--- src/verilog/hdmiPkg.sv ---
// HDMI transmitter definitions
// Raster timing, island layout, symbol codes, AVI packet contents and shared types
package hdmiPkg;

	////////////////////////////////////////
	// Raster, 640x480p60 on an 800x525 grid
	localparam int displayWidth = 640;
	localparam int displayHeight = 480;
	localparam int fullWidth = 800;
	localparam int fullHeight = 525;
	localparam int hFrontPorch = 16;
	localparam int hSyncLen = 96;
	localparam int vFrontPorch = 10;
	localparam int vSyncLen = 2;

	// Data island placement within a line
	localparam int dataStart = 660;	// First column of the island preamble
	localparam int preambleLen = 8;
	localparam int guardLen = 2;
	localparam int packetLen = 32;
	localparam int videoPreambleStart = 790;

	////////////////////////////////////////
	// Control symbols, index is {c1, c0}
	localparam logic [3:0][9:0] ctrlCode = {10'b1010101011, 10'b0101010100,
		10'b0010101011, 10'b1101010100};

	// Video guard band per channel, index 0 is blue
	localparam logic [2:0][9:0] videoGuardCode = {10'b1011001100, 10'b0100110011,
		10'b1011001100};
	localparam logic [9:0] dataGuardCode = 10'b0100110011;

	// TERC4 symbols, 15 down to 0
	localparam logic [15:0][9:0] terc4Table = {
		10'b1011000011, 10'b0101100011, 10'b1001110001, 10'b1010001110,
		10'b1011000110, 10'b0110011100, 10'b0100111001, 10'b1011001100,
		10'b0100111100, 10'b0110001110, 10'b0100011110, 10'b0101110001,
		10'b1011100010, 10'b1011100100, 10'b1001100011, 10'b1010011100};

	////////////////////////////////////////
	// AVI InfoFrame packet
	localparam logic [23:0] aviHeader = 24'h0D0282;
	localparam logic [3:0][55:0] aviSubpacket = {56'h00000000000000, 56'h00000000000000,
		56'h0501000005bf00, 56'h0000010019107b};
	localparam logic [7:0] bchFeedback = 8'hC1;	// x^8 + x^7 + x^6 + 1

	// Shared types
	typedef struct packed {
		logic [7:0] red;
		logic [7:0] green;
		logic [7:0] blue;
	} pixelT;

	typedef struct packed {
		logic [9:0] red;
		logic [9:0] green;
		logic [9:0] blue;
	} symbolT;

	typedef enum logic [2:0] {ctrl, videoPre, videoGuard, video, dataPre, dataGuard,
		dataPayload} periodT;

	typedef struct packed {
		logic hSync;
		logic vSync;
		periodT period;
		logic payloadFirst;	// First cycle of the packet payload
	} ctrlT;

	typedef logic [23:0] headerT;
	typedef logic [55:0] subpacketT;

	typedef struct packed {
		logic [3:0] ch2;	// Red
		logic [3:0] ch1;	// Green
		logic [3:0] ch0;	// Blue
	} dataNibbleT;

endpackage

--- src/verilog/bchLane.sv ---
// BCH protected payload lane
// Shifts a payload out LSB first, then its running parity MSB first
module bchLane #(
	parameter type payloadT = hdmiPkg::headerT,
	parameter int laneBits = 1
) (
	input logic pixclk,
	input logic load,
	input logic shift,
	input payloadT payload,
	output logic [laneBits-1:0] bits
);
	import hdmiPkg::*;

	localparam int payloadBits = $bits(payloadT);
	localparam int payloadCycles = payloadBits / laneBits;

	logic [payloadBits-1:0] shiftReg;
	logic [7:0] parity;
	logic [7:0] nextParity;
	logic [5:0] count;	// Cycles since load
	logic inPayload;

	assign inPayload = count < 6'(payloadCycles);

	// Parity over this cycle's data bits, lowest bit first
	always_comb
	begin
		nextParity = parity;
		for (int i = 0; i < laneBits; i++)
			nextParity = {nextParity[6:0], 1'b0}
				^ ((nextParity[7] ^ shiftReg[i]) ? bchFeedback : 8'h00);
	end

	always_comb
	begin
		for (int i = 0; i < laneBits; i++)
			bits[i] = inPayload ? shiftReg[i] : parity[7 - i];
	end

	always_ff @(posedge pixclk)
	begin
		if (load)
		begin
			shiftReg <= payload;
			parity <= 8'h00;
			count <= 6'd0;
		end
		else if (shift)
		begin
			if (inPayload)
			begin
				shiftReg <= shiftReg >> laneBits;
				parity <= nextParity;
			end
			else
				parity <= parity << laneBits;	// Parity goes out MSB first
			count <= count + 6'd1;
		end
	end

endmodule

--- src/verilog/channelEncoder.sv ---
// TMDS channel encoder
// Video, TERC4, guard band or control coding chosen by line period, registered out
module channelEncoder #(
	parameter int channelIndex = 0	// 0 blue, 1 green, 2 red
) (
	input logic pixclk,
	input logic reset,
	input hdmiPkg::ctrlT ctrl,
	input logic [7:0] videoByte,
	input logic [3:0] nibble,
	output logic [9:0] symbol
);
	import hdmiPkg::*;

	logic [3:0] onesIn;
	logic [3:0] onesQm;
	logic useXnor;
	logic [8:0] qm;	// Transition minimized word
	logic signed [4:0] balance;	// Ones minus zeros in qm[7:0]
	logic signed [4:0] disparity;
	logic signed [4:0] nextDisparity;
	logic [9:0] tmdsCode;
	logic [1:0] ctrlPair;

	////////////////////////////////////////
	// Transition minimization
	always_comb
	begin
		onesIn = 4'd0;
		for (int i = 0; i < 8; i++)
			onesIn = onesIn + 4'(videoByte[i]);
		useXnor = (onesIn > 4'd4) || (onesIn == 4'd4 && !videoByte[0]);
		qm[0] = videoByte[0];
		for (int i = 1; i < 8; i++)
			qm[i] = useXnor ? !(qm[i-1] ^ videoByte[i]) : (qm[i-1] ^ videoByte[i]);
		qm[8] = !useXnor;
		onesQm = 4'd0;
		for (int i = 0; i < 8; i++)
			onesQm = onesQm + 4'(qm[i]);
		balance = $signed({onesQm, 1'b0}) - 5'sd8;
	end

	// DC balancing against the running disparity
	always_comb
	begin
		if (disparity == 5'sd0 || balance == 5'sd0)
		begin
			tmdsCode = {!qm[8], qm[8], qm[8] ? qm[7:0] : ~qm[7:0]};
			nextDisparity = qm[8] ? disparity + balance : disparity - balance;
		end
		else if (disparity[4] == balance[4])
		begin
			tmdsCode = {1'b1, qm[8], ~qm[7:0]};	// Same sign, invert
			nextDisparity = disparity - balance + (qm[8] ? 5'sd2 : 5'sd0);
		end
		else
		begin
			tmdsCode = {1'b0, qm[8], qm[7:0]};
			nextDisparity = disparity + balance - (qm[8] ? 5'sd0 : 5'sd2);
		end
	end

	// Control pair, syncs on blue and preamble bits on green and red
	always_comb
	begin
		if (channelIndex == 0)
			ctrlPair = {ctrl.vSync, ctrl.hSync};
		else if (channelIndex == 1)
			ctrlPair = (ctrl.period == videoPre || ctrl.period == dataPre) ? 2'b01 : 2'b00;
		else
			ctrlPair = (ctrl.period == dataPre) ? 2'b01 : 2'b00;
	end

	////////////////////////////////////////
	always_ff @(posedge pixclk)
	begin
		if (reset)
		begin
			disparity <= 5'sd0;
			symbol <= ctrlCode[0];
		end
		else
		begin
			disparity <= (ctrl.period == video) ? nextDisparity : 5'sd0;
			case (ctrl.period)
				video: symbol <= tmdsCode;
				videoGuard: symbol <= videoGuardCode[channelIndex];
				dataGuard: symbol <= (channelIndex == 0) ? terc4Table[nibble] : dataGuardCode;
				dataPayload: symbol <= terc4Table[nibble];
				default: symbol <= ctrlCode[ctrlPair];	// Control and both preambles
			endcase
		end
	end

endmodule

--- src/verilog/packetSerializer.sv ---
// AVI InfoFrame packet serializer
// Loads the packet before each island and emits three TERC4 data nibbles per cycle
module packetSerializer (
	input logic pixclk,
	input logic reset,
	input hdmiPkg::ctrlT ctrl,
	output hdmiPkg::dataNibbleT data
);
	import hdmiPkg::*;

	logic loaded;	// Packet taken for this island
	logic laneLoad;
	logic laneShift;
	logic headerBit;
	logic [1:0] subBits [4];	// Even bit in [0], odd bit in [1]

	////////////////////////////////////////
	// Load in the leading guard band, shift through the payload
	assign laneLoad = (ctrl.period == dataGuard) && !loaded;
	assign laneShift = ctrl.period == dataPayload;

	always_ff @(posedge pixclk)
	begin
		if (reset)
			loaded <= 1'b0;
		else if (laneLoad)
			loaded <= 1'b1;
		else if (ctrl.period == hdmiPkg::ctrl)
			loaded <= 1'b0;	// Rearm once the island is over
	end

	// Header lane, one bit per cycle plus 8 parity bits
	bchLane #(
		.payloadT(headerT),
		.laneBits(1)
	) headerLane (
		.pixclk,
		.load(laneLoad),
		.shift(laneShift),
		.payload(aviHeader),
		.bits(headerBit)
	);

	// Subpacket lanes, two bits per cycle
	for (genvar i = 0; i < 4; i++)
	begin : subLane
		bchLane #(
			.payloadT(subpacketT),
			.laneBits(2)
		) lane (
			.pixclk,
			.load(laneLoad),
			.shift(laneShift),
			.payload(aviSubpacket[i]),
			.bits(subBits[i])
		);
	end

	////////////////////////////////////////
	// Nibble assembly
	always_comb
	begin
		// Guard band pattern on channel 0, other channels idle
		data.ch0 = {1'b1, 1'b1, ctrl.vSync, ctrl.hSync};
		data.ch1 = 4'h0;
		data.ch2 = 4'h0;
		if (ctrl.period == dataPayload)
		begin
			data.ch0 = {!ctrl.payloadFirst, headerBit, ctrl.vSync, ctrl.hSync};
			for (int i = 0; i < 4; i++)
			begin
				data.ch1[i] = subBits[i][0];
				data.ch2[i] = subBits[i][1];
			end
		end
	end

endmodule

--- src/verilog/islandControl.sv ---
// Raster timing and line period sequencing
// Counts columns and lines, decodes syncs and the period of each column
module islandControl (
	input logic pixclk,
	input logic reset,
	output hdmiPkg::ctrlT ctrl,
	output logic pixelReq
);
	import hdmiPkg::*;

	logic [9:0] column;
	logic [9:0] line;
	logic [9:0] islandOffset;	// Column relative to the island preamble
	logic visibleLine;
	logic nextLineVisible;
	logic inIsland;
	ctrlT nextCtrl;
	logic nextPixelReq;

	////////////////////////////////////////
	// Raster counters
	always_ff @(posedge pixclk)
	begin
		if (reset)
		begin
			column <= 10'd0;
			line <= 10'd0;
		end
		else if (column == 10'(fullWidth - 1))
		begin
			column <= 10'd0;
			line <= (line == 10'(fullHeight - 1)) ? 10'd0 : line + 10'd1;
		end
		else
			column <= column + 10'd1;
	end

	assign visibleLine = line < 10'(displayHeight);
	// Line 524 wraps to the first visible line
	assign nextLineVisible = (line < 10'(displayHeight - 1)) || (line == 10'(fullHeight - 1));

	assign islandOffset = column - 10'(dataStart);
	assign inIsland = (column >= 10'(dataStart))
		&& (islandOffset < 10'(preambleLen + 2 * guardLen + packetLen));

	////////////////////////////////////////
	// Period and sync decode
	always_comb
	begin
		nextCtrl.hSync = (column >= 10'(displayWidth + hFrontPorch))
			&& (column < 10'(displayWidth + hFrontPorch + hSyncLen));
		nextCtrl.vSync = (line >= 10'(displayHeight + vFrontPorch))
			&& (line < 10'(displayHeight + vFrontPorch + vSyncLen));
		nextCtrl.payloadFirst = inIsland && (islandOffset == 10'(preambleLen + guardLen));

		if (visibleLine && column < 10'(displayWidth))
			nextCtrl.period = video;
		else if (inIsland)
		begin
			if (islandOffset < 10'(preambleLen))
				nextCtrl.period = dataPre;
			else if (islandOffset < 10'(preambleLen + guardLen))
				nextCtrl.period = dataGuard;	// Leading guard band
			else if (islandOffset < 10'(preambleLen + guardLen + packetLen))
				nextCtrl.period = dataPayload;
			else
				nextCtrl.period = dataGuard;	// Trailing guard band
		end
		else if (column >= 10'(videoPreambleStart)
			&& column < 10'(videoPreambleStart + preambleLen))
			nextCtrl.period = videoPre;
		else if (column >= 10'(videoPreambleStart + preambleLen) && nextLineVisible)
			nextCtrl.period = videoGuard;
		else
			nextCtrl.period = hdmiPkg::ctrl;
	end

	// Request the pixel for the next column, one cycle ahead of its encode
	assign nextPixelReq = (visibleLine && column < 10'(displayWidth - 1))
		|| (column == 10'(fullWidth - 1) && nextLineVisible);

	always_ff @(posedge pixclk)
	begin
		if (reset)
		begin
			ctrl <= '{hSync: 1'b0, vSync: 1'b0, period: hdmiPkg::ctrl, payloadFirst: 1'b0};
			pixelReq <= 1'b0;
		end
		else
		begin
			ctrl <= nextCtrl;
			pixelReq <= nextPixelReq;
		end
	end

endmodule

--- src/verilog/hdmiTx.sv ---
// HDMI source transmitter top
// Raster control, AVI packet serializer and three TMDS channel encoders
module hdmiTx (
	input logic pixclk,
	input logic reset,
	input hdmiPkg::pixelT pixel,
	output logic pixelReq,
	output hdmiPkg::symbolT symbols
);
	import hdmiPkg::*;

	ctrlT periodCtrl;	// Registered period and sync for the current column
	dataNibbleT packetData;
	logic [9:0] redSymbol;
	logic [9:0] greenSymbol;
	logic [9:0] blueSymbol;

	islandControl control (
		.pixclk,
		.reset,
		.ctrl(periodCtrl),
		.pixelReq
	);

	packetSerializer serializer (
		.pixclk,
		.reset,
		.ctrl(periodCtrl),
		.data(packetData)
	);

	////////////////////////////////////////
	// One encoder per TMDS channel
	channelEncoder #(.channelIndex(0)) blueEncoder (
		.pixclk,
		.reset,
		.ctrl(periodCtrl),
		.videoByte(pixel.blue),
		.nibble(packetData.ch0),
		.symbol(blueSymbol)
	);

	channelEncoder #(.channelIndex(1)) greenEncoder (
		.pixclk,
		.reset,
		.ctrl(periodCtrl),
		.videoByte(pixel.green),
		.nibble(packetData.ch1),
		.symbol(greenSymbol)
	);

	channelEncoder #(.channelIndex(2)) redEncoder (
		.pixclk,
		.reset,
		.ctrl(periodCtrl),
		.videoByte(pixel.red),
		.nibble(packetData.ch2),
		.symbol(redSymbol)
	);

	assign symbols = '{red: redSymbol, green: greenSymbol, blue: blueSymbol};

endmodule

--- config.mk ---
export PLATFORM = sky130hd
export DESIGN_NAME = hdmiTx
export DESIGN_NICKNAME = d
export VERILOG_FILES = /design/src/verilog/hdmiPkg.sv /design/src/verilog/bchLane.sv /design/src/verilog/channelEncoder.sv /design/src/verilog/packetSerializer.sv /design/src/verilog/islandControl.sv /design/src/verilog/hdmiTx.sv
export SDC_FILE = /design/constraint.sdc
export NUM_CORES = 1
export LEC_CHECK = 0
export ABC_AREA = 1
export ABC_CLOCK_PERIOD_IN_PS = 9700
export BUFFER_PORTS_ARGS = -buffer_cell sky130_fd_sc_hd__buf_4
export CAP_MARGIN = 40
export CORE_ASPECT_RATIO = 2
export CORE_MARGIN = 2
export CORE_UTILIZATION = 40
export CTS_BUF_LIST = sky130_fd_sc_hd__clkbuf_16
export DETAILED_ROUTE_END_ITERATION = 8
export PLACE_DENSITY = 0.66
export SYNTH_ARGS = -nofsm -noshare
export SYNTH_HDL_FRONTEND = slang
export SYNTH_SLANG_ARGS = --single-unit
--- constraint.sdc ---
create_clock -name pixclk -period 9.7 [get_ports pixclk]
set_input_delay 0.485 -clock pixclk [delete_from_list [all_inputs] [get_ports pixclk]]
set_output_delay 0.485 -clock pixclk [all_outputs]
set_load 0.03 [all_outputs]
Word level (Yosys, flattened, before mapping)
Memories as Yosys holds them, arrays and structs flattened.
Cells that the tools add are included.
Widths: inputs -> output; s select.
- magnitude comparators: 30
- add/sub/neg operators: 65
- mux-type cells: 93
- equality and inequality tests: 15
- reduce and logical (&&, ||, !) cells: 67
- bitwise operators: 39
- operator list (kind ; number):
    $add 4x1->4 ; 36
    $mux 8 ; 17
    $mux 10 ; 13
    $xor 8x8->8 ; 9
    $bmux 10 s2 ; 3
    $pmux 10 s3 ; 2
    $mux 5 ; 9
    $ge 10x10->1 const B ; 4
    $lt 10x10->1 const B ; 4
    $pmux 10 s4 ; 1
    $mux 1 ; 34
    $add 5x5->5 ; 6
    $add 6x1->6 const B ; 5
    $logic_not 5->1 ; 6
    $lt 10x9->1 const B ; 3
    $lt 6x5->1 const B ; 5
    $sub 5x5->5 ; 6
    $logic_not 1->1 ; 29
    $xor 1x1->1 ; 26
    $not 8->8 ; 3
    $add 10x1->10 const B ; 2
    $eq 10x10->1 const B ; 2
    $lt 10x4->1 const B ; 2
    $lt 10x6->1 const B ; 2
    23 further kinds ; 80
- bits in registers: 224
- ROM bits: 480
- output and inout port bits: 31
- memories kept: 3
- input bits: 26
- word-level logic and storage cells: 340
- memory list (name ; depth ; bits a word ; read ports ; clocked after memory_dff ; write ports ; line ; RTL):
    (no name shown) ; 16 ; 10 ; 1 ; 0 ; 0 ; channelEncoder.sv:89 ; dataPayload: symbol <= terc4Table[nibble];
    (no name shown) ; 16 ; 10 ; 1 ; 0 ; 0 ; channelEncoder.sv:88 ; dataGuard: symbol <= (channelIndex == 0) ? terc4Table[nibble] : dataGuardCode;
    (no name shown) ; 16 ; 10 ; 1 ; 0 ; 0 ; channelEncoder.sv:89 ;

Logic depth before layout (Yosys ltp)
Gate-level depths: netlist of the first run.
- depth after elaboration: 35
- mapped depth: 33
- depth with buffers taken out: 33

Cells and area by module
From an unflattened synthesis of the first run, not the netlist that was laid out.
- cell total of the unflattened synthesis: 2668
- area, all modules: 21982.3 sq um
- by module, submodules not included (module ; instances ; cells each ; area each (sq um)):
    bchLane (serializer.subLane[0].lane ...) ; 4 ; 333 ; 3088.0
    channelEncoder (redEncoder) ; 1 ; 279 ; 2064.5
    channelEncoder (blueEncoder) ; 1 ; 294 ; 2042.0
    channelEncoder (greenEncoder) ; 1 ; 285 ; 2015.7
    islandControl ; 1 ; 258 ; 1687.9
    bchLane (serializer.headerLane) ; 1 ; 185 ; 1647.8
    packetSerializer ; 1 ; 35 ; 172.7

Least setup slack after synthesis of the first run
No wires, ideal clock.
- kind: input-to-reg
- start: in pixel[0] (netlist name)
- end: reg blueEncoder.symbol[0]
- data arrival time: 7003 ps
- stages: 29
- buffers on the path: 0
- setup time: 57 ps
- data required time: 9643 ps
- path slack: 2640 ps
- cell sequence: ha_1 inv_1 fa_1 fa_1 inv_1 fa_1 fa_1 o31ai_1 nand2_1 xor2_1 ha_1 inv_1 fa_1 inv_1 fa_1 fa_1 inv_1 fa_1 xor2_1 inv_1 ha_1 or2_2 nand2_1 nand2_1 a21oi_1 o21ai_0 o311ai_1 nand2_1 inv_1
- cells in the longest elaborated chain, start to end: 35
- elaborated cells between the ends (all ways): 49
- classes of those cells: 15 x add/sub; 1 x order compare; 2 x eq/ne; 11 x mux; 8 x bitwise; 12 x reduce/logical
- RTL lines (what ; line ; RTL):
    start, declared ; hdmiTx.sv:6 ; input hdmiPkg::pixelT pixel,
    parallel branches: the longest is 33 deep, another holds $add 4x1->4 ; n/a ;
    $mux 10 (*) ; channelEncoder.sv:46 ; if (disparity == 5'sd0 || balance == 5'sd0)
    $pmux 10 s3 (*) ; channelEncoder.sv:85 ; case (ctrl.period)
    end signal, assigned ; channelEncoder.sv:86 ; video: symbol <= tmdsCode;
    end signal, assigned ; channelEncoder.sv:87 ; videoGuard: symbol <= videoGuardCode[channelIndex];
    end signal, assigned ; channelEncoder.sv:88 ;
    end, declared ; channelEncoder.sv:11 ; output logic [9:0] symbol
Every way passes the cells marked *.
A chain may end at the register's enable or synchronous reset.

Final worst setup path of the first run
- start: in pixel[8] (netlist name)
- end: reg greenEncoder.symbol[2]
- cells in the longest elaborated chain, start to end: 35
- elaborated cells between the ends (all ways): 49
- classes of those cells: 15 x add/sub; 1 x order compare; 2 x eq/ne; 11 x mux; 8 x bitwise; 12 x reduce/logical
- RTL lines (what ; line):
    parallel branches: the longest is 33 deep, another holds $add 4x1->4 ; n/a
    $mux 10 (*) ; channelEncoder.sv:46
    $pmux 10 s3 (*) ; channelEncoder.sv:85
    end signal, assigned ; channelEncoder.sv:86
    end signal, assigned ; channelEncoder.sv:87
    end signal, assigned ; channelEncoder.sv:88
    end, declared ; channelEncoder.sv:11
Marked as above.

==> results of run 1 <==
==> path summary, 6_finish.rpt <==
path	start	slack, ps	to	cells after the start
max	pixel[8]	2420	greenEncoder.symbol[2]	32
min reg2reg	control.column[0]	450	control.column[0]	1
min	reset	330	control.ctrl[3]	2
max reg2reg	control.ctrl[3]	6590	serializer.subLane[0].lane.shiftReg[5]	6
==> registers in the layout, summed over array words and instances (netlist names), 6 cells and up <==
name                              flops
serializer.subLane.lane.shiftReg     53
serializer.subLane.lane.parity       32
serializer.subLane.lane.count        24
serializer.headerLane.shiftReg       20
blueEncoder.symbol                   10
control.column                       10
control.line                         10
greenEncoder.symbol                  10
redEncoder.symbol                    10
serializer.headerLane.parity          8
control.ctrl                          6
serializer.headerLane.count           6
==> cell families (layout without fill, tap and decap cells) <==
| logic type | count (synthesis) | in the layout | synth area share |
|---|---|---|---|
| simple gates | 696 | 696 | 0.2341 |
| compound gates | 365 | 365 | 0.1629 |
| flops | 213 | 213 | 0.3372 |
| buf+inv | 299 | 346 | 0.09053 |
| xor+xnor | 56 | 56 | 0.03878 |
| fa+ha+maj | 120 | 120 | 0.1365 |
==> placed cells by master, fill, tap and decap left out, types with 7 or more instances in the layout <==
master / Yosys / routed
nand2_1: 418 / 418
inv_1: 225 / 228
dfxtp_1: 213 / 213
a21oi_1: 175 / 175
nand3_1: 107 / 107
o21ai_0: 96 / 96
nor2_1: 95 / 94
ha_1: 90 / 90
buf_4: 0 / 61
xor2_1: 41 / 41
fa_1: 30 / 30
o211ai_1: 26 / 26
nor3_1: 23 / 23
clkbuf_16: 0 / 21
xnor2_1: 15 / 15
inv_2: 14 / 14
clkinv_1: 7 / 13
a31oi_1: 12 / 12
nand4_1: 11 / 11
nor2_2: 8 / 9
o21ai_1: 9 / 9
nor4_1: 8 / 8
nand2_2: 7 / 7
o221ai_1: 7 / 7
==> worst max-delay path: cells and delay by family <==
kind | cells | cell delay [ps]
adder cells (fa/ha/maj) | 11 | 4070
AND/OR/NAND/NOR | 7 | 1230
buffers and inverters | 10 | 1180
AO/OA/AOI/OAI | 3 | 510
XOR/XNOR | 1 | 200
==> metrics by stage <==
step / setup WS, ps / std cells / hold WS [ps]
final: 2416 / 2219 / 327.4
after global routing: 1838 / 2219 / 339.6
after CTS: 2394 / 2219 / 313.8
after detailed placement: 1863 / 2182 / 441.2
after global placement: 2121 / 2180 / 432.5
after floorplan: 2640 / 1749 / 417.3
==> final cells by class <==
class,instances,share of cell area
Multi-Input combinational cell,1237,0.5121
Clock buffer,21,0.03717
Clock inverter,16,0.01089
Inverter,246,0.06532
Sequential cell,213,0.3016
Timing Repair Buffer,63,0.03540
Tap cell,423,0.03744
==> power by group through the flow <==
| stage | registers (mW) | clock network (mW) | logic [mW] |
|---|---|---|---|
| floorplan | 1.00 | 0 | 1.82 |
| global placement | 0.975 | 0 | 2.34 |
| detailed placement | 0.973 | 0 | 2.35 |
| CTS | 0.954 | 0.840 | 2.37 |
| global route | 0.958 | 0.868 | 2.75 |
| finish | 0.953 | 0.815 | 2.36 |
==> metal layers <==
layer / vias to the layer above / share of wire / GRT usage
met1: 4981 / 0.46 / 0.2268
met5: - / 0 / 0
met4: 0 / 0.020 / 0.04510
met2: 232 / 0.48 / 0.2788
li1: 5782 / - / -
met3: 38 / 0.045 / 0.02094
==> metrics.txt, run 1 <==
# TYPE chip_impl_metric gauge
chip_impl_metric{name="critical-path-max-stage-delay",unit="ps"} 490
chip_impl_metric{name="average_vias_per_placed_instance",unit=""} 4.972
chip_impl_info{name="clock_tree.root_cell",value="clkbuf_16"} 1
chip_impl_metric{name="antenna_diode_instance_count",unit=""} 0
chip_impl_info{name="rsz0062_at_grt",value="no"} 1
chip_impl_info{name="worstSetupEndpointType",value="register"} 1
chip_impl_info{name="slowest_stage",value="fa_1"} 1
chip_impl_metric{name="p_comb_frac",unit=""} 0.571
chip_impl_metric{name="gp_routability_congestion",unit=""} 0.9029
chip_impl_metric{name="drt.antenna.violating_nets",unit=""} 0
chip_impl_metric{name="share_seq_of_total_power",unit=""} 0.231
chip_impl_metric{name="drc",unit=""} 0
chip_impl_metric{name="cts_max_level",unit=""} 1
chip_impl_metric{name="port_buffers",unit=""} 56
chip_impl_info{name="yosysMostFrequentCell",value="nand2_1"} 1
chip_impl_metric{name="final.fill_count",unit=""} 3183
chip_impl_metric{name="grt_antenna_before_repair",unit=""} 0
chip_impl_metric{name="finalWorstPathRequiredPeriod",unit="ps"} 7284
chip_impl_metric{name="syn-instance-count",unit=""} 1749
chip_impl_metric{name="floorplan.die.height",unit="um"} 255.5
chip_impl_metric{name="ys_ff_latch",unit=""} 213
chip_impl_metric{name="die-area",unit="mm^2"} 0.03314
chip_impl_metric{name="syn_area_per_cell",unit="um^2"} 7.230
chip_impl_metric{name="cts.path.max_buffers",unit=""} 3
chip_impl_info{name="criticalPathCategory",value="input pin to register"} 1
chip_impl_info{name="post_synth_most_frequent_cells",value="nand2_1 (418), inv_1 (225), dfxtp_1 (213), a21oi_1 (175), nand3_1 (107)"} 1
chip_impl_metric{name="finalSetupTns",unit="ps"} 0
chip_impl_metric{name="final_hold_viols",unit=""} 0
chip_impl_metric{name="worst_ep_arrival_time",unit="ps"} 7710
chip_impl_metric{name="fin_total_pwr",unit="mW"} 4.126
chip_impl_metric{name="register_area",unit="mm^2"} 0.004264
chip_impl_metric{name="cp_max_fo",unit=""} 15
chip_impl_metric{name="min_period_over_period",unit=""} 0.7510
chip_impl_metric{name="cts-buffers-inserted",unit=""} 21
chip_impl_metric{name="clock_pin_slew_of_the_registers_on_the_worst_case_setup_and_hold_paths",unit="ps"} 60
chip_impl_metric{name="drtIter0Drc",unit=""} 823
chip_impl_metric{name="p_switching",unit="mW"} 1.792
chip_impl_metric{name="cap_violations",unit=""} 0
chip_impl_info{name="critical_path.startpoint_type",value="input pin"} 1
chip_impl_info{name="status",value="finished, final reports clean"} 1
chip_impl_metric{name="dp.final_hpwl",unit="mm"} 20.60
chip_impl_metric{name="yosysWarningCount",unit=""} 0
chip_impl_metric{name="post_route_cells_drive_above_1_share",unit=""} 0.07739
chip_impl_metric{name="num_io_pins",unit=""} 57
chip_impl_metric{name="initial_core_util",unit=""} 0.4039
chip_impl_metric{name="placedInstanceArea",unit="mm^2"} 0.01346
chip_impl_metric{name="synth_top_area_share",unit=""} 0.3372
chip_impl_metric{name="final-setup-viol-count",unit=""} 0
chip_impl_info{name="clock_tree_from_tritoncts",value="built"} 1
chip_impl_metric{name="route.vias.total",unit=""} 11033
chip_impl_metric{name="fin_area",unit="mm^2"} 0.01414
chip_impl_metric{name="core-area",unit="mm^2"} 0.03131
chip_impl_metric{name="p_int",unit="mW"} 2.334
chip_impl_metric{name="grt_first_pass_wirelength",unit="mm"} 47.16
chip_impl_metric{name="tightest_slew",unit="ps"} 836.2
chip_impl_metric{name="static-leakage-power",unit="nW"} 6.429
chip_impl_metric{name="fin_util",unit=""} 0.4515
chip_impl_metric{name="first_global_vias",unit=""} 10080
chip_impl_info{name="yosys_most_used_dff",value="dfxtp_1"} 1
chip_impl_metric{name="areaGrowthSynthToFinish",unit="%"} 11.78
chip_impl_metric{name="num_rows",unit=""} 92
chip_impl_metric{name="power_density",unit="mW/mm^2"} 291.9
chip_impl_metric{name="power.switching_fraction",unit=""} 0.4343
chip_impl_metric{name="max_slew_margin",unit=""} 0.4419
chip_impl_metric{name="cts_repair_resize_count",unit=""} 0
chip_impl_metric{name="chipWidth",unit="um"} 129.7
chip_impl_metric{name="postRouteWirelength",unit="mm"} 28.02
chip_impl_metric{name="report.final.slew_viol_count",unit=""} 0
chip_impl_metric{name="clock_insertion_delay_worst_skew",unit="ps"} 510
chip_impl_info{name="synthDominantAreaCellType",value="dfxtp_1"} 1
chip_impl_metric{name="ys_types",unit=""} 52
chip_impl_metric{name="multiInputGateArea",unit="mm^2"} 0.007239
chip_impl_metric{name="async_flop_share",unit=""} 0
chip_impl_metric{name="clock_sinks",unit=""} 213
chip_impl_metric{name="maximum_number_of_pins_on_one_net_before_global_route_repair",unit=""} 72
chip_impl_metric{name="grt_util_all_layers",unit=""} 0.1674
chip_impl_metric{name="wire_length_per_cell_after_detailed_routing",unit="um"} 12.63
chip_impl_metric{name="post_cts_hold_buffer_count",unit=""} 0
chip_impl_metric{name="seq_area_frac_synth",unit=""} 0.3372
chip_impl_metric{name="count_of_tritonroute_iterations_in_the_first_routing_pass",unit=""} 6
chip_impl_metric{name="f_max",unit="MHz"} 137.3
chip_impl_metric{name="worst_clock_skew",unit="ps"} 12.72
chip_impl_metric{name="globalRouteOverflowTotal",unit=""} 0
chip_impl_metric{name="netlist_area",unit="mm^2"} 0.01265
chip_impl_metric{name="postCtsSetupRepairBufs",unit=""} 0
chip_impl_metric{name="pwr-share-clk",unit=""} 0.198
chip_impl_metric{name="finalNetCount",unit=""} 1928
chip_impl_metric{name="synthesis.nets",unit=""} 1895
chip_impl_info{name="critPathMostFrequentCell",value="inv_1"} 1
chip_impl_metric{name="vdd_ir_drop_max",unit="V"} 0.0002634
chip_impl_metric{name="cp.required",unit="ps"} 10120
chip_impl_metric{name="synth_enable_flop_cells",unit=""} 0
chip_impl_info{name="hold_path_class",value="input pin to register"} 1
chip_impl_info{name="ys_top_cells_by_area",value="dfxtp_1 (34%), nand2_1 (12%), ha_1 (8.9%)"} 1
Power figures use the tool's default switching activity.
==> inputs of run 2 (changes only) <==
--- a/config.mk
+++ b/config.mk
@@ -5,8 +5,8 @@
 export SDC_FILE = /design/constraint.sdc
 export NUM_CORES = 1
 export LEC_CHECK = 0
-export ABC_AREA = 1
-export ABC_CLOCK_PERIOD_IN_PS = 9700
+export ABC_AREA = 0
+export ABC_CLOCK_PERIOD_IN_PS = 6600
 export BUFFER_PORTS_ARGS = -buffer_cell sky130_fd_sc_hd__buf_4
 export CAP_MARGIN = 40
 export CORE_ASPECT_RATIO = 2
@@ -14,7 +14,7 @@
 export CORE_UTILIZATION = 40
 export CTS_BUF_LIST = sky130_fd_sc_hd__clkbuf_16
 export DETAILED_ROUTE_END_ITERATION = 8
-export PLACE_DENSITY = 0.66
+export PLACE_DENSITY = 0.68
 export SYNTH_ARGS = -nofsm -noshare
 export SYNTH_HDL_FRONTEND = slang
 export SYNTH_SLANG_ARGS = --single-unit
==> constraint.sdc (replaced) <==
create_clock -name pixclk -period 6.6 [get_ports pixclk]
set_input_delay 0.33 -clock pixclk [delete_from_list [all_inputs] [get_ports pixclk]]
set_output_delay 0.33 -clock pixclk [all_outputs]
set_load 0.03 [all_outputs]
==> run 2 against run 1 <==
Register-to-register slack lost 3100 ps; highest routed layer unchanged; largest power group unchanged; design area increased by 5.5%; sequential share of layout area fell by 1.6 points.
==> metrics.txt, run 2 <==
# TYPE chip_impl_metric gauge
chip_impl_metric{name="synth_enable_flop_cells",unit=""} 0
chip_impl_info{name="worstSetupStartpoint",value="pixel[9]"} 1
chip_impl_info{name="ys_top_cells_by_area",value="dfxtp_1 (34%), ha_1 (8.9%), nand2_1 (8.7%)"} 1
chip_impl_metric{name="drtIter0Drc",unit=""} 602
chip_impl_metric{name="static-leakage-power",unit="nW"} 6.127
chip_impl_info{name="crit-reg2reg-launch",value="control.ctrl[3]"} 1
chip_impl_metric{name="port_buffers",unit=""} 56
chip_impl_info{name="registers.top_by_ff_count",value="serializer.subLane.lane.shiftReg"} 1
chip_impl_metric{name="clock_pin_slew_of_the_registers_on_the_worst_case_setup_and_hold_paths",unit="ps"} 80
chip_impl_metric{name="reg2reg_depth",unit=""} 9
chip_impl_metric{name="postRouteWirelength",unit="mm"} 29.60
chip_impl_info{name="layout.cells.most_common_list",value="nand2_1 (295), dfxtp_1 (213), a21oi_1 (125), buf_4 (116), nor2_1 (101)"} 1
chip_impl_metric{name="die-area",unit="mm^2"} 0.03331
chip_impl_metric{name="async_flop_share",unit=""} 0
chip_impl_metric{name="power_density",unit="mW/mm^2"} 606.9
chip_impl_info{name="criticalPathCategory",value="input pin to register"} 1
chip_impl_metric{name="place_worst_setup_slack",unit="ps"} -384.6
chip_impl_info{name="critical_path.startpoint_type",value="input pin"} 1
chip_impl_metric{name="cp_max_fo",unit=""} 4
chip_impl_metric{name="ys_types",unit=""} 90
chip_impl_metric{name="grt_util_all_layers",unit=""} 0.1758
chip_impl_metric{name="post_cts_hold_buffer_count",unit=""} 0
chip_impl_metric{name="groute.layer.met1.usage",unit=""} 0.1746
chip_impl_metric{name="placedInstanceArea",unit="mm^2"} 0.01406
chip_impl_metric{name="f_max",unit="MHz"} 155.7
chip_impl_metric{name="cts_max_level",unit=""} 1
chip_impl_metric{name="p_comb_frac",unit=""} 0.700
chip_impl_metric{name="power.switching_fraction",unit=""} 0.4113
chip_impl_metric{name="num_rows",unit=""} 92
chip_impl_metric{name="cts.path.max_buffers",unit=""} 3
chip_impl_metric{name="cts-buffers-inserted",unit=""} 20
chip_impl_metric{name="antenna_diode_instance_count",unit=""} 0
chip_impl_metric{name="finalWorstPathRequiredPeriod",unit="ps"} 6421
chip_impl_info{name="grt-busiest-layer",value="met2"} 1
chip_impl_metric{name="drc",unit=""} 0
chip_impl_metric{name="yosysWarningCount",unit=""} 0
chip_impl_info{name="crit-reg2reg-capture",value="greenEncoder.symbol[9]"} 1
chip_impl_metric{name="dp.final_hpwl",unit="mm"} 21.37
chip_impl_metric{name="final_hold_viols",unit=""} 0
chip_impl_info{name="status",value="finished, final reports clean"} 1
chip_impl_info{name="layout.cells.most_common",value="nand2_1"} 1
chip_impl_info{name="yosysMostFrequentCell",value="nand2_1"} 1
chip_impl_metric{name="cp.required",unit="ps"} 7040
chip_impl_metric{name="vdd_ir_drop_max",unit="V"} 0.0007296
chip_impl_info{name="hold_path_class",value="input pin to register"} 1
chip_impl_metric{name="core-area",unit="mm^2"} 0.03143
chip_impl_info{name="yosys_most_used_dff",value="dfxtp_1"} 1
chip_impl_metric{name="grt_first_pass_wirelength",unit="mm"} 48.47
chip_impl_metric{name="wire_length_per_cell_after_detailed_routing",unit="um"} 14.56
chip_impl_metric{name="global_route.usage.met2",unit=""} 0.3408
chip_impl_info{name="rsz0062_at_grt",value="yes"} 1
chip_impl_info{name="clock_tree_from_tritoncts",value="built"} 1
chip_impl_metric{name="clock_insertion_delay_worst_skew",unit="ps"} 530
chip_impl_info{name="post_synth_most_frequent_cells",value="nand2_1 (296), dfxtp_1 (213), a21oi_1 (127), nor2_1 (101), inv_1 (96)"} 1
chip_impl_info{name="synthDominantAreaCellType",value="dfxtp_1"} 1
chip_impl_metric{name="post_route_cells_drive_above_1_share",unit=""} 0.1503
chip_impl_metric{name="netlist_area",unit="mm^2"} 0.01271
chip_impl_metric{name="average_vias_per_placed_instance",unit=""} 5.210
chip_impl_metric{name="count_of_tritonroute_iterations_in_the_first_routing_pass",unit=""} 6
chip_impl_metric{name="initial_core_util",unit=""} 0.4046
chip_impl_metric{name="finalSetupTns",unit="ps"} 0
chip_impl_metric{name="fin_area",unit="mm^2"} 0.01492
chip_impl_metric{name="p_int",unit="mW"} 5.330
chip_impl_metric{name="report.final.slew_viol_count",unit=""} 0
chip_impl_metric{name="maximum_number_of_pins_on_one_net_before_global_route_repair",unit=""} 89
chip_impl_metric{name="first_global_vias",unit=""} 10464
chip_impl_metric{name="route.vias.total",unit=""} 10591
chip_impl_info{name="clock_tree.root_cell",value="clkbuf_16"} 1
chip_impl_metric{name="p_switching",unit="mW"} 3.724
chip_impl_metric{name="floorplan.die.height",unit="um"} 256.1
chip_impl_metric{name="worst_clock_skew",unit="ps"} 14.73
chip_impl_metric{name="final.fill_count",unit=""} 2989
chip_impl_metric{name="drt.antenna.violating_nets",unit=""} 0
chip_impl_metric{name="areaGrowthSynthToFinish",unit="%"} 17.35
chip_impl_metric{name="chipWidth",unit="um"} 130.1
chip_impl_info{name="biggestRegsByFlops",value="serializer.subLane.lane.shiftReg: 53 flops, serializer.subLane.lane.parity: 32 flops, serializer.subLane.lane.count: 24 flops"} 1
chip_impl_metric{name="ys_ff_latch",unit=""} 213
chip_impl_metric{name="gp_routability_congestion",unit=""} 0.8466
chip_impl_metric{name="number_of_flip_flops_under_the_largest_register_name",unit=""} 53
chip_impl_metric{name="final-setup-viol-count",unit=""} 0
chip_impl_metric{name="grt_antenna_before_repair",unit=""} 0
chip_impl_metric{name="max_slew_margin",unit=""} 0.4092
chip_impl_metric{name="min_period_over_period",unit=""} 0.9729
chip_impl_metric{name="share_seq_of_total_power",unit=""} 0.156
chip_impl_metric{name="hold_ws",unit="ps"} 257.5
chip_impl_metric{name="timing.final.ws_setup",unit="ps"} 179.1
chip_impl_metric{name="synth_top_area_share",unit=""} 0.3354
chip_impl_metric{name="clock_sinks",unit=""} 213
chip_impl_metric{name="num_io_pins",unit=""} 57
chip_impl_metric{name="global_route.usage.met3",unit=""} 0.01630
chip_impl_metric{name="setup.reg_to_reg.worst_slack",unit="ps"} 3450
chip_impl_metric{name="seq_area_frac_synth",unit=""} 0.3354
chip_impl_metric{name="globalRouteOverflowTotal",unit=""} 0
chip_impl_metric{name="tightest_slew",unit="ps"} 884.0
chip_impl_metric{name="finalNetCount",unit=""} 1742
chip_impl_metric{name="fin_total_pwr",unit="mW"} 9.054
chip_impl_info{name="worst_setup_path_endpoint",value="greenEncoder.disparity[4]"} 1
chip_impl_metric{name="cap_violations",unit=""} 0
chip_impl_metric{name="synthesis.nets",unit=""} 1679
chip_impl_info{name="worstSetupEndpointType",value="register"} 1
chip_impl_metric{name="worst_ep_arrival_time",unit="ps"} 6860
chip_impl_metric{name="syn_area_per_cell",unit="um^2"} 8.293
chip_impl_metric{name="syn-instance-count",unit=""} 1533
chip_impl_metric{name="pwr-share-clk",unit=""} 0.145
==> run 2: cell types whose count changed after synthesis, sizes merged, moves of 10 or more <==
cell | previous run | this run
clkbuf | 28 | 54
mux2i | 0 | 14
and2 | 0 | 11
a21oi | 176 | 130
a211oi | 5 | 27
nand2 | 425 | 296
o21ai | 106 | 40
a21o | 1 | 11
nand3 | 111 | 51
xnor2 | 15 | 86
inv | 239 | 99
xor2 | 41 | 57
o211ai | 27 | 12
==> run 2: worst min path at each step <==
stage	startpoint	to	slack, ps	cells past startpoint
after floorplan	serializer.headerLane.shiftReg[19]	serializer.headerLane.shiftReg[19]	420	2
after global placement	serializer.headerLane.shiftReg[19]	serializer.headerLane.shiftReg[19]	430	2
after detailed placement	serializer.subLane[1].lane.shiftReg[15]	serializer.subLane[1].lane.shiftReg[15]	440	2
after CTS	reset	control.column[4]	230	2
after global routing	reset	control.column[4]	250	2
final	reset	control.column[6]	260	2
==> run 2: final cells by class <==
type | instances | area [um^2] | share of cell area
Timing Repair Buffer | 123 | 1016 | 0.06810
Clock inverter | 16 | 242.7 | 0.01627
Multi-Input combinational cell | 1138 | 7986 | 0.5353
Sequential cell | 213 | 4264 | 0.2858
Clock buffer | 20 | 500.5 | 0.03355
Inverter | 100 | 380.4 | 0.02549
Tap cell | 423 | 529.3 | 0.03547
==> run 2: cell families (layout without fill, tap and decap cells) <==
| family | after synthesis | in the layout | synth area share |
|---|---|---|---|
| compound gates | 305 | 305 | 0.1565 |
| buf+inv | 182 | 259 | 0.05639 |
| fa+ha+maj | 120 | 120 | 0.1358 |
| simple gates | 548 | 548 | 0.1888 |
| xor+xnor | 146 | 146 | 0.1101 |
| flops | 213 | 213 | 0.3354 |
| mux | 19 | 19 | 0.01703 |
==> run 2: worst max-delay path: stages <==
cell and delay, ps:
buf_6 100, ha_4 260, inv_2 40, fa_1 450
fa_1 490, inv_1 50, fa_2 340, fa_1 440
or3b_4 410, a22oi_4 180, xnor2_1 90, ha_1 270
inv_1 40, fa_1 490, inv_2 40, fa_1 480
fa_2 380, inv_2 70, fa_2 480, fa_2 600
buf_4 120, nand3_2 90, xnor2_2 160, nor2_1 60
a211o_1 280, a21oi_2 110
==> run 2: routing by layer <==
metal / routed length (um) / vias to the layer above
met5: 0 / -
met3: 720 / 89
met2: 16170 / 192
met4: 1714 / 0
met1: 11000 / 5032
li1: - / 5278
==> run 2: metrics by stage <==
| stage | cells | util |
|---|---|---|
| 2_1_floorplan | 1533 | - |
| 3_3_place_gp | 1988 | 0.4447 |
| 3_5_place_dp | 1991 | 0.4473 |
| 4_1_cts | 2027 | 0.4710 |
| 5_1_grt | 2033 | 0.4748 |
| 6_report | 2033 | 0.4748 |
==> run 2: power by group through the flow <==
stage | logic [mW] | clock network [mW] | registers [mW]
after floorplan | 4.02 | 0 | 1.48
final | 6.34 | 1.31 | 1.41
after CTS | 5.98 | 1.35 | 1.41
after detailed placement | 5.96 | 0 | 1.44
after global placement | 5.75 | 0 | 1.44
after global routing | 7.01 | 1.39 | 1.41
==> run 2: timing repair <==
item,4_1_cts,5_1_grt
endpoints found under the setup margin,0,9
gates resized for setup,0,15
setup buffers,0,6
==> inputs of run 3 (changes only) <==
--- a/config.mk
+++ b/config.mk
@@ -9,12 +9,14 @@
 export ABC_CLOCK_PERIOD_IN_PS = 6600
 export BUFFER_PORTS_ARGS = -buffer_cell sky130_fd_sc_hd__buf_4
 export CAP_MARGIN = 40
+export CELL_PAD_IN_SITES_DETAIL_PLACEMENT = 1
+export CELL_PAD_IN_SITES_GLOBAL_PLACEMENT = 1
 export CORE_ASPECT_RATIO = 2
 export CORE_MARGIN = 2
 export CORE_UTILIZATION = 40
 export CTS_BUF_LIST = sky130_fd_sc_hd__clkbuf_16
 export DETAILED_ROUTE_END_ITERATION = 8
-export PLACE_DENSITY = 0.68
+export PLACE_DENSITY = 0.82
 export SYNTH_ARGS = -nofsm -noshare
 export SYNTH_HDL_FRONTEND = slang
 export SYNTH_SLANG_ARGS = --single-unit
==> run 3 against run 2 <==
Wire length up 24%; global-route usage grew 4.2 points; clock power is 5% lower; non-clock buffer count is 8 higher; flip-flop and latch count is the same; sequential power about the same; combinational power rose by 11%; critical path depth is 1 higher; clock skew increased by 2.9 ps; the flow now finishes with violations (setup timing); via count rose by 5.0%; utilization is 0.51 points higher.
==> metrics.txt, run 3 (synthesized netlist as in run 2, its figures left out) <==
# TYPE chip_impl_metric gauge
chip_impl_info{name="status",value="finished, violations left"} 1
chip_impl_info{name="violations",value="setup timing"} 1
chip_impl_metric{name="fin_total_pwr",unit="mW"} 9.713
chip_impl_metric{name="number_of_flip_flops_under_the_largest_register_name",unit=""} 53
chip_impl_metric{name="count_of_tritonroute_iterations_in_the_first_routing_pass",unit=""} 4
chip_impl_info{name="worstHoldStart",value="reset"} 1
chip_impl_metric{name="cap_violations",unit=""} 0
chip_impl_metric{name="clock_insertion_delay_worst_skew",unit="ps"} 520
chip_impl_metric{name="min_period_over_period",unit=""} 1.015
chip_impl_metric{name="clock_pin_slew_of_the_registers_on_the_worst_case_setup_and_hold_paths",unit="ps"} 60
chip_impl_metric{name="maximum_number_of_pins_on_one_net_before_global_route_repair",unit=""} 69
chip_impl_metric{name="timing.final.ws_setup",unit="ps"} -97.05
chip_impl_metric{name="cts_max_level",unit=""} 1
chip_impl_metric{name="num_rows",unit=""} 92
chip_impl_metric{name="grt_first_pass_wirelength",unit="mm"} 58.93
chip_impl_info{name="layout.cells.most_common",value="nand2_1"} 1
chip_impl_metric{name="grt_antenna_before_repair",unit=""} 0
chip_impl_metric{name="route.vias.total",unit=""} 11122
chip_impl_metric{name="drtIter0Drc",unit=""} 457
chip_impl_info{name="biggestRegsByFlops",value="serializer.subLane.lane.shiftReg: 53 flops, serializer.subLane.lane.parity: 32 flops, serializer.subLane.lane.count: 24 flops"} 1
chip_impl_info{name="min_to",value="control.pixelReq"} 1
chip_impl_metric{name="drt.antenna.violating_nets",unit=""} 0
chip_impl_metric{name="post_route_cells_drive_above_1_share",unit=""} 0.1660
chip_impl_info{name="worstSetupEndpointType",value="register"} 1
chip_impl_metric{name="final_hold_viols",unit=""} 0
chip_impl_metric{name="postRouteWirelength",unit="mm"} 36.79
chip_impl_metric{name="final.fill_count",unit=""} 3689
chip_impl_metric{name="globalRouteOverflowTotal",unit=""} 0
chip_impl_metric{name="finalSetupTns",unit="ps"} -97.05
chip_impl_metric{name="cp_max_fo",unit=""} 5
chip_impl_metric{name="worst_clock_skew",unit="ps"} 17.62
chip_impl_metric{name="clock_sinks",unit=""} 213
chip_impl_metric{name="reg2reg_depth",unit=""} 8
chip_impl_info{name="slowest_stage",value="fa_2"} 1
chip_impl_metric{name="max_slew_margin",unit=""} 0.3496
chip_impl_metric{name="die-area",unit="mm^2"} 0.03331
chip_impl_metric{name="critical-path-max-stage-delay",unit="ps"} 600
chip_impl_metric{name="cts-buffers-inserted",unit=""} 21
chip_impl_metric{name="antenna_diode_instance_count",unit=""} 0
chip_impl_metric{name="gp_routability_congestion",unit=""} 0.8987
chip_impl_metric{name="finalNetCount",unit=""} 1751
chip_impl_metric{name="multiInputGateArea",unit="mm^2"} 0.008133
chip_impl_metric{name="core-area",unit="mm^2"} 0.03143
chip_impl_metric{name="register_area",unit="mm^2"} 0.004264
chip_impl_info{name="clock_tree_from_tritoncts",value="built"} 1
chip_impl_metric{name="f_max",unit="MHz"} 149.3
chip_impl_metric{name="num_io_pins",unit=""} 57
chip_impl_metric{name="dp.final_hpwl",unit="mm"} 26.50
chip_impl_metric{name="first_global_vias",unit=""} 12268
chip_impl_metric{name="areaGrowthSynthToFinish",unit="%"} 18.60
chip_impl_metric{name="cp.required",unit="ps"} 7000
chip_impl_metric{name="floorplan.die.height",unit="um"} 256.1
chip_impl_info{name="registers.top_by_ff_count",value="serializer.subLane.lane.shiftReg"} 1
chip_impl_metric{name="final-setup-viol-count",unit=""} 1
chip_impl_info{name="critical_path.startpoint_type",value="input pin"} 1
chip_impl_info{name="crit-reg2reg-capture",value="blueEncoder.symbol[3]"} 1
chip_impl_metric{name="chipWidth",unit="um"} 130.1
chip_impl_metric{name="post_cts_hold_buffer_count",unit=""} 0
chip_impl_metric{name="average_vias_per_placed_instance",unit=""} 5.444
chip_impl_info{name="clock_tree.root_cell",value="clkbuf_16"} 1
chip_impl_metric{name="worst_ep_arrival_time",unit="ps"} 7090
chip_impl_info{name="hold_path_class",value="input pin to register"} 1
chip_impl_metric{name="holdPathStages",unit=""} 2
chip_impl_metric{name="tightest_slew",unit="ps"} 972.0
chip_impl_metric{name="vdd_ir_drop_max",unit="V"} 0.0009421
chip_impl_metric{name="cts.path.max_buffers",unit=""} 3
chip_impl_metric{name="port_buffers",unit=""} 56
chip_impl_metric{name="setup.reg_to_reg.worst_slack",unit="ps"} 2980
chip_impl_info{name="criticalPathCategory",value="input pin to register"} 1
chip_impl_metric{name="grt_util_all_layers",unit=""} 0.2174
chip_impl_info{name="layout.cells.most_common_list",value="nand2_1 (295), dfxtp_1 (213), a21oi_1 (124), buf_4 (118), nor2_1 (101)"} 1
chip_impl_info{name="rsz0062_at_grt",value="yes"} 1
chip_impl_metric{name="report.final.slew_viol_count",unit=""} 0
chip_impl_metric{name="static-leakage-power",unit="nW"} 6.222
chip_impl_metric{name="wire_length_per_cell_after_detailed_routing",unit="um"} 18.01
chip_impl_metric{name="initial_core_util",unit=""} 0.4046
chip_impl_info{name="crit-reg2reg-launch",value="control.ctrl[3]"} 1
chip_impl_metric{name="drc",unit=""} 0
chip_impl_metric{name="power_density",unit="mW/mm^2"} 644.2
chip_impl_metric{name="finalWorstPathRequiredPeriod",unit="ps"} 6697
==> run 3: cell types whose count changed in the layout (fill, tap and decap cells not counted), moves of 4 or more <==
cell	delta
xnor2_1	-9
buf_6	+5
buf_8	+4
inv_2	+4
ha_1	-4
xnor2_2	+8
==> run 3: power breakdown <==
group	internal, mW	switching [mW]
Sequential	1.35	0.0652
Combinational	3.43	3.63
Clock	0.702	0.535
==> run 3: cell type report <==
type                            instances  share of cell area
Clock buffer                           21             0.03485
Clock inverter                         17             0.01104
Inverter                              100             0.02523
Multi-Input combinational cell       1138              0.5394
Sequential cell                       213              0.2828
Tap cell                              423             0.03510
Timing Repair Buffer                  131             0.07161
==> run 3: metal layers <==
metal	vias to the layer above	track usage	part of all wire
li1	5285	-	-
met1	5556	0.2087	0.35
met2	178	0.4277	0.58
met3	103	0.02613	0.025
met4	0	0.1207	0.048
met5	-	0	0
==> run 3: worst max-delay path by stage <==
stage	end	from	slack (ps)
floorplan	greenEncoder.disparity[3]	pixel[9]	-320
global placement	blueEncoder.symbol[3]	pixel[0]	-310
detailed placement	greenEncoder.disparity[3]	pixel[8]	-560
CTS	greenEncoder.disparity[3]	pixel[8]	20
global route	greenEncoder.disparity[3]	pixel[8]	-270
finish	greenEncoder.disparity[3]	pixel[8]	-100
==> run 3: timing repair <==
action	CTS	global route
resized for setup	4	47
pin swaps	2	22
buffers inserted	1	10
setup endpoints to repair	1	21
==> run 3: critical path, delay by kind of cell <==
| family | cells | cell delay, ps |
|---|---|---|
| buf+inv | 6 | 360 |
| compound gates | 3 | 510 |
| xor+xnor | 3 | 390 |
| simple gates | 3 | 530 |
| fa+ha+maj | 12 | 4980 |
==> run 3: stage by stage <==
step	instances	util	hold slack, ps	instance area (um^2)	worst slack, ps
after global placement	1990	0.4444	429.5	13960	-306.4
after detailed placement	1995	0.4473	442.0	14060	-559.3
after CTS	2034	0.4698	206.9	14760	15.51
after floorplan	1533	-	422.7	12900	-317.1
final	2043	0.4798	219.9	15080	-97.05
after global routing	2043	0.4798	230.9	15080	-271.4
